--- config.mk ---
export PLATFORM = sky130hd
export DESIGN_NAME = conTop
export DESIGN_NICKNAME = d
export VERILOG_FILES = /design/src/conPkg.sv /design/src/condDecode.sv /design/src/magicFuncDecode.sv /design/src/cycleState.sv /design/src/runControl.sv /design/src/skipSelect.sv /design/src/diagReadback.sv /design/src/conTop.sv
export SDC_FILE = /design/constraint.sdc
export NUM_CORES = 1
export LEC_CHECK = 0
export BUFFER_PORTS_ARGS = -buffer_cell sky130_fd_sc_hd__buf_4
export CELL_PAD_IN_SITES_DETAIL_PLACEMENT = 1
export CELL_PAD_IN_SITES_GLOBAL_PLACEMENT = 1
export CORE_ASPECT_RATIO = 1.75
export CORE_MARGIN = 4
export CORE_UTILIZATION = 31
export CTS_CLUSTER_SIZE = 30
export DETAILED_ROUTE_END_ITERATION = 8
export MAX_ROUTING_LAYER = met4
export PLACE_DENSITY_LB_ADDON = 0.1
export SYNTH_ARGS = -nofsm -noshare
export SYNTH_HDL_FRONTEND = slang
export SYNTH_SLANG_ARGS = --single-unit
--- constraint.sdc ---
create_clock -name conCLK -period 2.2 [get_ports conCLK]
set_input_delay 0.44 -clock conCLK [delete_from_list [all_inputs] [get_ports conCLK]]
set_output_delay 0.44 -clock conCLK [all_outputs]
set_load 0.02 [all_outputs]
--- src/conPkg.sv ---
package conPkg;

  localparam int condWidth     = 6;
  localparam int magicWidth    = 9;
  localparam int diagSelWidth  = 3;
  localparam int ebusDiagWidth = 7;

  // Group select in the upper three condition bits
  localparam logic [2:0] condEn10 = 3'd1;
  localparam logic [2:0] condEn20 = 3'd2;
  localparam logic [2:0] condEn30 = 3'd3;
  localparam logic [2:0] skipEn60 = 3'd6;
  localparam logic [2:0] skipEn70 = 3'd7;

  localparam logic [2:0] condLoadIr    = 3'd4;
  localparam logic [2:0] condSpecInstr = 3'd5;
  localparam logic [2:0] condSrMagic   = 3'd6;
  localparam logic [2:0] condSelVma    = 3'd7;

  localparam logic [2:0] condDiagFunc = 3'd0;
  localparam logic [2:0] condEbusCtl  = 3'd2;

  // Magic function 01x and its CONO sub-codes
  localparam logic [2:0] funcCono    = 3'd1;
  localparam logic [2:0] conoAprCode = 3'd4;
  localparam logic [2:0] conoPiCode  = 3'd5;
  localparam logic [2:0] conoPagCode = 3'd6;

  // Magic bit 0 is the MSB
  typedef union packed {
    struct packed {
      logic [1:0] funcSpare;
      logic       funcExt;
      logic [2:0] funcGroup;
      logic [2:0] funcSub;
    } funcView;
    struct packed {
      logic piCycleSet;
      logic kernelCycle;
      logic pcInhibit;
      logic spare3;
      logic pxct;
      logic intDisable;
      logic spare6;
      logic haltReq;
      logic spare8;
    } flagView;
  } magicWord;

endpackage

--- src/condDecode.sv ---
`timescale 1ns/1ns

module condDecode #(
  parameter int condW = conPkg::condWidth
) (
  input  logic             conCLK,
  input  logic             CLK,
  input  logic [condW-1:0] crCond,
  output logic             condLoadIr,
  output logic             condSpecInstr,
  output logic             condSrMagic,
  output logic             condSelVma,
  output logic             condDiagFunc,
  output logic             condEbusCtl,
  output logic             vmaMagic,
  output logic             skipGroup6,
  output logic             skipGroup7
);

  logic [2:0] groupSel;
  logic [2:0] codeSel;
  logic       en10;
  logic       en20;
  logic       en30;
  logic       vmaMagicNext;

  assign groupSel = crCond[condW-1 -: 3];
  assign codeSel  = crCond[2:0];

  // Whole decoder is disabled while in reset
  always_comb begin
    en10       = !CLK && groupSel == conPkg::condEn10;
    en20       = !CLK && groupSel == conPkg::condEn20;
    en30       = !CLK && groupSel == conPkg::condEn30;
    skipGroup6 = !CLK && groupSel == conPkg::skipEn60;
    skipGroup7 = !CLK && groupSel == conPkg::skipEn70;
  end

  always_comb begin
    condLoadIr    = en10 && codeSel == conPkg::condLoadIr;
    condSpecInstr = en10 && codeSel == conPkg::condSpecInstr;
    condSrMagic   = en10 && codeSel == conPkg::condSrMagic;
    condSelVma    = en10 && codeSel == conPkg::condSelVma;
    condDiagFunc  = en20 && codeSel == conPkg::condDiagFunc;
    condEbusCtl   = en20 && codeSel == conPkg::condEbusCtl;
  end

  // Codes 30 to 34 are the VMA magic group
  assign vmaMagicNext = en30 && codeSel < 3'd5;

  // Held one cycle for diagnostic readback
  always_ff @(posedge conCLK or posedge CLK) begin
    if (CLK) begin
      vmaMagic <= 1'b0;
    end else begin
      vmaMagic <= vmaMagicNext;
    end
  end

endmodule

--- src/magicFuncDecode.sv ---
`timescale 1ns/1ns

module magicFuncDecode #(
  parameter int magicW = conPkg::magicWidth,
  parameter int ebusW  = conPkg::ebusDiagWidth
) (
  input  logic              conCLK,
  input  logic              CLK,
  input  logic [magicW-1:0] crMagic,
  input  logic              condDiagFunc,
  input  logic              ebusSync,
  input  logic [ebusW-1:0]  ebusData,
  output logic              conoApr,
  output logic              conoPi,
  output logic              conoPag,
  output logic              cacheLookEn,
  output logic              cacheLoadEn,
  output logic              trapEn,
  output logic              kiPagingMode,
  output logic [2:0]        parWrBits
);

  conPkg::magicWord magic;
  logic             funcHit;

  assign magic = crMagic;

  // Function 01x, only with magic bit 2 clear
  assign funcHit = condDiagFunc && !magic.funcView.funcExt &&
                   magic.funcView.funcGroup == conPkg::funcCono;

  always_comb begin
    conoApr = ebusSync && funcHit && magic.funcView.funcSub == conPkg::conoAprCode;
    conoPi  = ebusSync && funcHit && magic.funcView.funcSub == conPkg::conoPiCode;
    conoPag = funcHit && magic.funcView.funcSub == conPkg::conoPagCode;
  end

  // ebusData MSB is bus bit 18
  always_ff @(posedge conCLK or posedge CLK) begin
    if (CLK) begin
      cacheLookEn  <= 1'b0;
      cacheLoadEn  <= 1'b0;
      kiPagingMode <= 1'b0;
      trapEn       <= 1'b0;
    end else if (conoPag) begin
      cacheLookEn  <= ebusData[ebusW-1];
      cacheLoadEn  <= ebusData[ebusW-2];
      // Bit 21 enables KL paging
      kiPagingMode <= !ebusData[ebusW-4];
      trapEn       <= ebusData[ebusW-5];
    end
  end

  // Write-even-parity for address, data and directory
  always_ff @(posedge conCLK or posedge CLK) begin
    if (CLK) begin
      parWrBits <= 3'b000;
    end else if (conoPi) begin
      parWrBits <= ebusData[ebusW-1 -: 3];
    end
  end

endmodule

--- src/cycleState.sv ---
`timescale 1ns/1ns

module cycleState #(
  parameter int magicW = conPkg::magicWidth
) (
  input  logic              conCLK,
  input  logic              CLK,
  input  logic [magicW-1:0] crMagic,
  input  logic              condSpecInstr,
  input  logic              condLoadIr,
  input  logic              mboxCycReq,
  input  logic              vmaFetch,
  input  logic              vmaAcRef,
  input  logic              mbXfer,
  input  logic              pageError,
  input  logic              skipSatisfied,
  input  logic              userMode,
  input  logic              publicMode,
  output logic              memCycle,
  output logic              piCycle,
  output logic              mboxWait,
  output logic              loadIr,
  output logic              kernelMode,
  output logic              kernelCycle,
  output logic              pxct,
  output logic              intDisable
);

  conPkg::magicWord magic;
  logic             fetchCycle;

  assign magic = crMagic;

  // Special-instruction flags
  always_ff @(posedge conCLK or posedge CLK) begin
    if (CLK) begin
      kernelCycle <= 1'b0;
      pxct        <= 1'b0;
      intDisable  <= 1'b0;
    end else if (condSpecInstr) begin
      kernelCycle <= magic.flagView.kernelCycle;
      pxct        <= magic.flagView.pxct;
      intDisable  <= magic.flagView.intDisable;
    end
  end

  // PI cycle ends when the skip is satisfied
  always_ff @(posedge conCLK or posedge CLK) begin
    if (CLK) begin
      piCycle <= 1'b0;
    end else if (condSpecInstr) begin
      piCycle <= magic.flagView.piCycleSet;
    end else if (skipSatisfied) begin
      piCycle <= 1'b0;
    end
  end

  always_ff @(posedge conCLK or posedge CLK) begin
    if (CLK) begin
      memCycle <= 1'b0;
    end else begin
      memCycle <= mboxCycReq || (memCycle && !mbXfer && !pageError);
    end
  end

  always_comb begin
    // AC references come from fast memory, so no MBOX wait
    mboxWait   = memCycle && !vmaAcRef;
    fetchCycle = vmaFetch && memCycle;
    loadIr     = fetchCycle || condLoadIr;
    kernelMode = !userMode && !publicMode;
  end

endmodule

--- src/runControl.sv ---
`timescale 1ns/1ns

module runControl #(
  parameter int selW = conPkg::diagSelWidth
) (
  input  logic            conCLK,
  input  logic            CLK,
  input  logic            diagCtlFunc01x,
  input  logic [selW-1:0] diagDs,
  output logic            run,
  output logic            start
);

  logic       clrRun;
  logic       setRun;
  logic       contStrobe;
  logic [1:0] runPipe;
  logic [1:0] startPipe;

  // Diagnostic function 01x, data select 0 to 2
  always_comb begin
    clrRun     = diagCtlFunc01x && diagDs == selW'(0);
    setRun     = diagCtlFunc01x && diagDs == selW'(1);
    contStrobe = diagCtlFunc01x && diagDs == selW'(2);
  end

  // First stage is the run flop itself, two more to sync
  always_ff @(posedge conCLK or posedge CLK) begin
    if (CLK) begin
      runPipe   <= 2'b00;
      run       <= 1'b0;
      startPipe <= 2'b00;
      start     <= 1'b0;
    end else begin
      if (setRun) begin
        runPipe[0] <= 1'b1;
      end else if (clrRun) begin
        runPipe[0] <= 1'b0;
      end
      runPipe[1] <= runPipe[0];
      run        <= runPipe[1];
      startPipe  <= {startPipe[0], contStrobe};
      start      <= startPipe[1];
    end
  end

endmodule

--- src/skipSelect.sv ---
`timescale 1ns/1ns

module skipSelect #(
  parameter int condW = conPkg::condWidth
) (
  input  logic             conCLK,
  input  logic             CLK,
  input  logic [condW-1:0] crCond,
  input  logic             skipGroup6,
  input  logic             skipGroup7,
  input  logic             vmaFetch,
  input  logic             kernelMode,
  input  logic             userMode,
  input  logic             publicMode,
  input  logic             piCycle,
  input  logic             run,
  input  logic             start,
  input  logic             pxct,
  input  logic             kernelCycle,
  input  logic             intDisable,
  input  logic             irIoLegal,
  input  logic             userIot,
  input  logic             vmaAcRef,
  input  logic             mtrIntReq,
  input  logic             piReady,
  output logic             condAdr10
);

  logic       mtrIntReqReg;
  logic       piReadyReg;
  logic       intReq;
  logic       ioLegal;
  logic [7:0] skip6x;
  logic [7:0] skip7x;

  always_ff @(posedge conCLK or posedge CLK) begin
    if (CLK) begin
      mtrIntReqReg <= 1'b0;
      piReadyReg   <= 1'b0;
    end else begin
      mtrIntReqReg <= mtrIntReq;
      piReadyReg   <= piReady;
    end
  end

  always_comb begin
    intReq  = (mtrIntReqReg || piReadyReg) && !intDisable;
    ioLegal = irIoLegal || kernelMode || kernelCycle || (userMode && userIot);
  end

  // Index is the low condition digit
  always_comb begin
    skip6x = {1'b0, 1'b0, piCycle, 1'b0, publicMode, userMode, kernelMode, vmaFetch};
    // Entry 5 is section 0, always true on a single-section machine
    skip7x = {!mtrIntReqReg, vmaAcRef, 1'b1, pxct, ioLegal, run, !start, intReq};
  end

  assign condAdr10 = (skipGroup6 && skip6x[crCond[2:0]]) ||
                     (skipGroup7 && skip7x[crCond[2:0]]);

endmodule

--- src/diagReadback.sv ---
`timescale 1ns/1ns

module diagReadback #(
  parameter int selW  = conPkg::diagSelWidth,
  parameter int ebusW = conPkg::ebusDiagWidth
) (
  input  logic             diagReadFunc,
  input  logic [selW-1:0]  diagSel,
  input  logic             condLoadIr,
  input  logic             condSpecInstr,
  input  logic             condSrMagic,
  input  logic             condSelVma,
  input  logic             condDiagFunc,
  input  logic             condEbusCtl,
  input  logic             vmaMagic,
  input  logic             memCycle,
  input  logic             piCycle,
  input  logic             mboxWait,
  input  logic             kernelMode,
  input  logic             pxct,
  input  logic             run,
  input  logic             start,
  input  logic             cacheLookEn,
  input  logic             cacheLoadEn,
  input  logic             trapEn,
  input  logic             kiPagingMode,
  input  logic [2:0]       parWrBits,
  output logic [ebusW-1:0] ebusDiagOut,
  output logic             ebusDriving
);

  assign ebusDriving = diagReadFunc;

  // Bus bit 18 first
  always_comb begin
    ebusDiagOut = '0;
    if (diagReadFunc) begin
      case (diagSel)
        selW'(0): ebusDiagOut = {parWrBits, cacheLookEn, cacheLoadEn, kiPagingMode, trapEn};
        selW'(1): ebusDiagOut = {condLoadIr, condSpecInstr, condSrMagic, condSelVma,
                                 condDiagFunc, condEbusCtl, vmaMagic};
        selW'(2): ebusDiagOut = {run, start, memCycle, piCycle, kernelMode, pxct, mboxWait};
        default: ebusDiagOut = '0;
      endcase
    end
  end

endmodule

--- src/conTop.sv ---
`timescale 1ns/1ns

module conTop #(
  parameter int condW  = conPkg::condWidth,
  parameter int magicW = conPkg::magicWidth,
  parameter int selW   = conPkg::diagSelWidth,
  parameter int ebusW  = conPkg::ebusDiagWidth
) (
  input  logic              conCLK,
  input  logic              CLK,
  input  logic [condW-1:0]  crCond,
  input  logic [magicW-1:0] crMagic,
  input  logic              mboxCycReq,
  input  logic              vmaFetch,
  input  logic              vmaAcRef,
  input  logic              mbXfer,
  input  logic              pageError,
  input  logic              skipSatisfied,
  input  logic              ebusSync,
  input  logic [ebusW-1:0]  ebusData,
  input  logic              diagCtlFunc01x,
  input  logic [selW-1:0]   diagDs,
  input  logic              diagReadFunc,
  input  logic [selW-1:0]   diagSel,
  input  logic              userMode,
  input  logic              publicMode,
  input  logic              userIot,
  input  logic              irIoLegal,
  input  logic              mtrIntReq,
  input  logic              piReady,
  output logic              conoApr,
  output logic              conoPi,
  output logic              conoPag,
  output logic              cacheLookEn,
  output logic              cacheLoadEn,
  output logic              trapEn,
  output logic              kiPagingMode,
  output logic [2:0]        parWrBits,
  output logic              memCycle,
  output logic              piCycle,
  output logic              mboxWait,
  output logic              loadIr,
  output logic              kernelMode,
  output logic              run,
  output logic              start,
  output logic              condAdr10,
  output logic [ebusW-1:0]  ebusDiagOut,
  output logic              ebusDriving
);

  logic condLoadIr;
  logic condSpecInstr;
  logic condSrMagic;
  logic condSelVma;
  logic condDiagFunc;
  logic condEbusCtl;
  logic vmaMagic;
  logic skipGroup6;
  logic skipGroup7;
  logic kernelCycle;
  logic pxct;
  logic intDisable;

  condDecode #(.condW(condW)) uCondDecode (.*);

  magicFuncDecode #(.magicW(magicW), .ebusW(ebusW)) uMagicFuncDecode (.*);

  cycleState #(.magicW(magicW)) uCycleState (.*);

  runControl #(.selW(selW)) uRunControl (.*);

  skipSelect #(.condW(condW)) uSkipSelect (.*);

  diagReadback #(.selW(selW), .ebusW(ebusW)) uDiagReadback (.*);

endmodule

-- Yosys cells after proc, flatten, opt, wreduce, memory -nomap -nowiden
Cells that the tools add are included.
- register bits: 21
- input bits: 45
- output and inout bits: 26
- word-level logic and storage cells: 101
- magnitude comparators: 2
- eq/ne operators: 18
- mux-type cells: 10
- reduce and logical (&&, ||, !) cells: 53
- operator list (cell ; number):
    $logic_and A1 B1 Y1 ; 30
    $eq A3 B3 Y1 const B ; 9
    $pmux W7 S3 ; 1
    $eq A3 B2 Y1 const B ; 5
    $eq A3 B1 Y1 const B ; 4
    $logic_not A1 Y1 ; 11
    $logic_not A3 Y1 ; 3
    $logic_or A1 B1 Y1 ; 7
    $mux W7 ; 1
    $bmux W1 S3 ; 2
    $mux W1 ; 6
    $lt A3 B4 Y1 const B ; 1
    $reduce_bool A2 Y1 ; 2
    $lt A3 B3 Y1 const B ; 1

-- Logic depth before layout (Yosys ltp)
- word-level depth: 9
- gate-level depth with buffers: 6
- gate-level depth less buffers: 4

-- Hierarchy
Synthesis repeated with hierarchy kept, for this count alone.
- cell total of the unflattened synthesis: 130
- area total of the unflattened synthesis: 1445.1 µm²
- by module, submodules not included (module ; instances ; cells an instance ; area each (µm²) ; seq. area each (µm²)):
    magicFuncDecode ; 1 ; 25 ; 370.4 ; 175.2
    diagReadback ; 1 ; 34 ; 287.8 ; 0.0
    skipSelect ; 1 ; 25 ; 229.0 ; 50.0
    cycleState ; 1 ; 17 ; 206.4 ; 125.1
    runControl ; 1 ; 10 ; 191.4 ; 150.1
    condDecode ; 1 ; 19 ; 160.2 ; 25.0

-- Worst setup path before layout
No wires, ideal clock.
- kind: input to output
- start: input crCond[5]
- end: output conoPag
- data arrival time: 2093 ps
- required time: 1760 ps
- setup slack: -333 ps
- cell stages on the path: 4
- path buffers: 1
- cells stage by stage: or2_1 or4_4 buf_6 nor4b_1
- cells in the longest elaborated chain, start to end: 6
- ends and longest elaborated chain (what ; RTL line ; source):
    start: declaration ; conTop.sv:11 ; input logic [condW-1:0] crCond,
    $eq A3 B2 Y1 ; condDecode.sv:33 ; en20 = !CLK && groupSel == conPkg::condEn20;
    $logic_and A1 B1 Y1 ; condDecode.sv:33 ;
    $logic_and A1 B1 Y1 ; condDecode.sv:44 ; condDiagFunc = en20 && codeSel == conPkg::condDiagFunc;
    $logic_and A1 B1 Y1 (2 in a row) ; magicFuncDecode.sv:29 ; assign funcHit = condDiagFunc && !magic.funcView.funcExt &&
    $logic_and A1 B1 Y1 ; magicFuncDecode.sv:35 ; conoPag = funcHit && magic.funcView.funcSub == conPkg::conoPagCode;
    end: declaration ; conTop.sv:33 ; output logic conoPag,
No other way between the ends.

-- Worst setup path in the final report
- start: input crCond[1]
- end: output conoPag
- cells in the longest elaborated chain, start to end: 5
- ends and longest elaborated chain (what ; RTL line):
    $logic_not A3 Y1 ; condDecode.sv:44
    $logic_and A1 B1 Y1 ; condDecode.sv:44
    $logic_and A1 B1 Y1 (2 in a row) ; magicFuncDecode.sv:29
    $logic_and A1 B1 Y1 ; magicFuncDecode.sv:35
No other way between the ends.

==> qor.txt <==
Status: finished, violations left
Violated checks: negative setup slack
Mapped Area: 0.00125 sq mm
Fmax: 424 MHz
Via count: 1320
Root Buffer: clkbuf_8
I/O pin count: 71
Sequential share of power: 0.471
R2r worst-path depth: 1
Final Setup Violations: 4
Synth warn: 0
Antenna violations before repair: 0
Required @ worst endpoint: 1.76 ns
Die area: 0.00517 sq mm
Standard-cell row count: 30
CP Capture Type: primary output
# DRC: 0
DR vias/cell: 5.22
GPL Wtd Cong: 0.816
Cells after Synth: 123
Final Skew: 0.000732 ns
Router iterations before antenna repair: 4
Yosys cell types: 41
Yosys top cell by area: dfrtp_1
CTS sink count: 21
Post-layout util: 0.533
CTS tree: done
Gr usage total: 0.179
Post-synth EDFFs: 0
Core area: 0.00390 sq mm
Net switching power: 242 uW
Clock network fraction of total power: 0.285
Pwr Density: 431 mW/mm^2
Max VDD drop: 0.000276 V
Layout cells sized above 1: 0.566
WL per Instance: 17.6 microns
Final Cycle Share: 1.07
Number of synthesized register bits: 21
Most common cell in the netlist: dfrtp_1
Mean Syn Cell Area: 10.2 sq um
Die Y: 92.1 microns
Initial core utilization: 0.321
Layout Cells excl Fill: 253
Worst Setup Slack, final: -0.157 ns
Minimum clock period: 2.36 ns
Top FF cell, synth: dfrtp_1
Port bufs: 68
H-tree depth: 1
Top cell by count, worst path: buf_6
Final Hold Viols: 0
Kind of critical path: primary input to primary output
Clock Path Buffers: 2
Critical-path cell list: buf_6 > or2_4 > or4_4 > buf_6 > nor4b_4 > buf_4
Hold Path Depth: 1
Combinational Power Share: 0.245
Startpoint Class: primary input
Max Cap Violations: 0
Vias in the first global route: 1485
Setup TNS: -0.530 ns
Total power: 897 uW
Pint: 655 uW
Cell leakage power: 1.00 nW
Inst Count DP: 246
CP max stage delay: 0.55 ns
HP Class: primary input to flop
Largest net degree at the start of global routing: 22
Area growth syn-to-layout: 66.1%
Register area share after synthesis: 0.419
Max-slew violations: 0
Ys async rst share: 1.00
Post-Route WL: 4450 microns
First-pass GRT wire length: 7130 microns
Crit path DAT: 1.92 ns
Final-stage net count: 251
Clock transition at path regs: 0.08 ns
Cts hold-fix bufs: 0
TritonCTS buffer count: 3
Crit path max fanout: 3
HPWL Detailed: 3680 microns
Gr ovfl total: 0
Max_slew headroom: 0.730
# fillers: 471
Worst slew pin tran: 0.403 ns
Die width: 56.1 microns
Post-synth top cells: dfrtp_1, nor2_1, mux2_2, inv_1
Clk_lat worst skew: 0.26 ns
DRT iter0 DRCs: 22
Post-DRT Antenna Nets: 0
RSZ-0062 raised after global routing: yes
Synth area leaders: dfrtp_1, mux2_2, mux2_4, nor2_1, mux2i_1
Antenna cells: 0
Sw frac: 0.270
Slowest stage cell, crit path: or4_4
Area share of the largest cell type after synthesis: 0.419
Post-Syn Nets: 168
-- flip-flops by register name (all words and copies together) (netlist names) --
name	flops
uCondDecode.vmaMagic	1
uCycleState.intDisable	1
uCycleState.kernelCycle	1
uCycleState.memCycle	1
uCycleState.piCycle	1
uCycleState.pxct	1
uMagicFuncDecode.cacheLoadEn	1
uMagicFuncDecode.cacheLookEn	1
uMagicFuncDecode.kiPagingMode	1
uMagicFuncDecode.parWrBits	3
uMagicFuncDecode.trapEn	1
uRunControl.run	1
uRunControl.runPipe	2
uRunControl.start	1
uRunControl.startPipe	2
uSkipSelect.mtrIntReqReg	1
uSkipSelect.piReadyReg	1
-- kinds of logic after synthesis --
| family | synth area share |
|---|---|
| AND/OR/NAND/NOR | 0.238 |
| AO/OA/AOI/OAI | 0.126 |
| flip-flops | 0.419 |
| multiplexers | 0.167 |
| buffers and inverters | 0.0509 |
-- path summary, 6_finish.rpt --
path,start,to,slack [ns]
hold / removal,piReady,uSkipSelect.piReadyReg,0.29
min in group asynchronous,CLK,uCondDecode.vmaMagic,0.37
setup / recovery,crCond[1],conoPag,-0.16
setup reg to reg,uMagicFuncDecode.trapEn,uMagicFuncDecode.trapEn,1.41
hold reg to reg,uRunControl.startPipe[1],uRunControl.start,0.35
max in group asynchronous,CLK,uCycleState.kernelCycle,1.61
-- critical path: cells and delay by family --
| kind | cells | cell delay (ns) |
|---|---|---|
| buf+inv | 3 | 0.43 |
| simple gates | 3 | 1.05 |
-- area by class of cell --
class                   count  area [sq um]  share of cell area
well taps                  48          60.1              0.0288
repair buffers             84           673               0.323
clock inverters             1          7.51             0.00361
multi-input cells          90           752               0.361
clock buffers               3          41.3              0.0198
inverters                   6          22.5              0.0108
flip-flops and latches     21           526               0.252
-- placed cells by master, fill, tap and decap left out, types with 4 or more instances in the layout --
cell type  count
a21oi_1        5
dfrtp_1       21
buf_4         75
mux2i_1        4
mux2_2        11
nand2_1        5
nor2_1        11
buf_6          8
nand3b_1       4
nor2b_1        4
inv_1          6
-- through the flow --
stage	instance area, sq um	hold WS, ns	setup WS, ns
3_3_place_gp	1900	0.334	-0.154
3_5_place_dp	1900	0.336	-0.185
2_1_floorplan	1270	0.331	-0.173
6_report	2080	0.285	-0.157
4_1_cts	2000	0.279	-0.162
5_1_grt	2080	0.265	-0.191
-- routing by layer --
layer	share of wire	vias up	GRT usage
met3	0.057	6	0.0408
met1	0.33	648	0.170
met5	0	-	-
met4	0.020	0	0.0614
li1	-	618	-
met2	0.59	48	0.341
-- power groups by stage --
stage	logic (mW)	registers, mW	clock network [mW]
after floorplan	0.0793	0.432	0
after global placement	0.197	0.430	0
after detailed placement	0.204	0.431	0
after CTS	0.212	0.423	0.268
after global routing	0.238	0.426	0.288
final	0.219	0.422	0.256
-- what timing repair did --
action / in CTS / in global routing
pin swaps: 4 / 8
hold endpoints to repair: 0 / 0
endpoints found under the setup margin: 8 / 9
gates resized for setup: 11 / 13
setup buffers: 1 / 3
No activity file was read; power rests on OpenSTA's default activity.
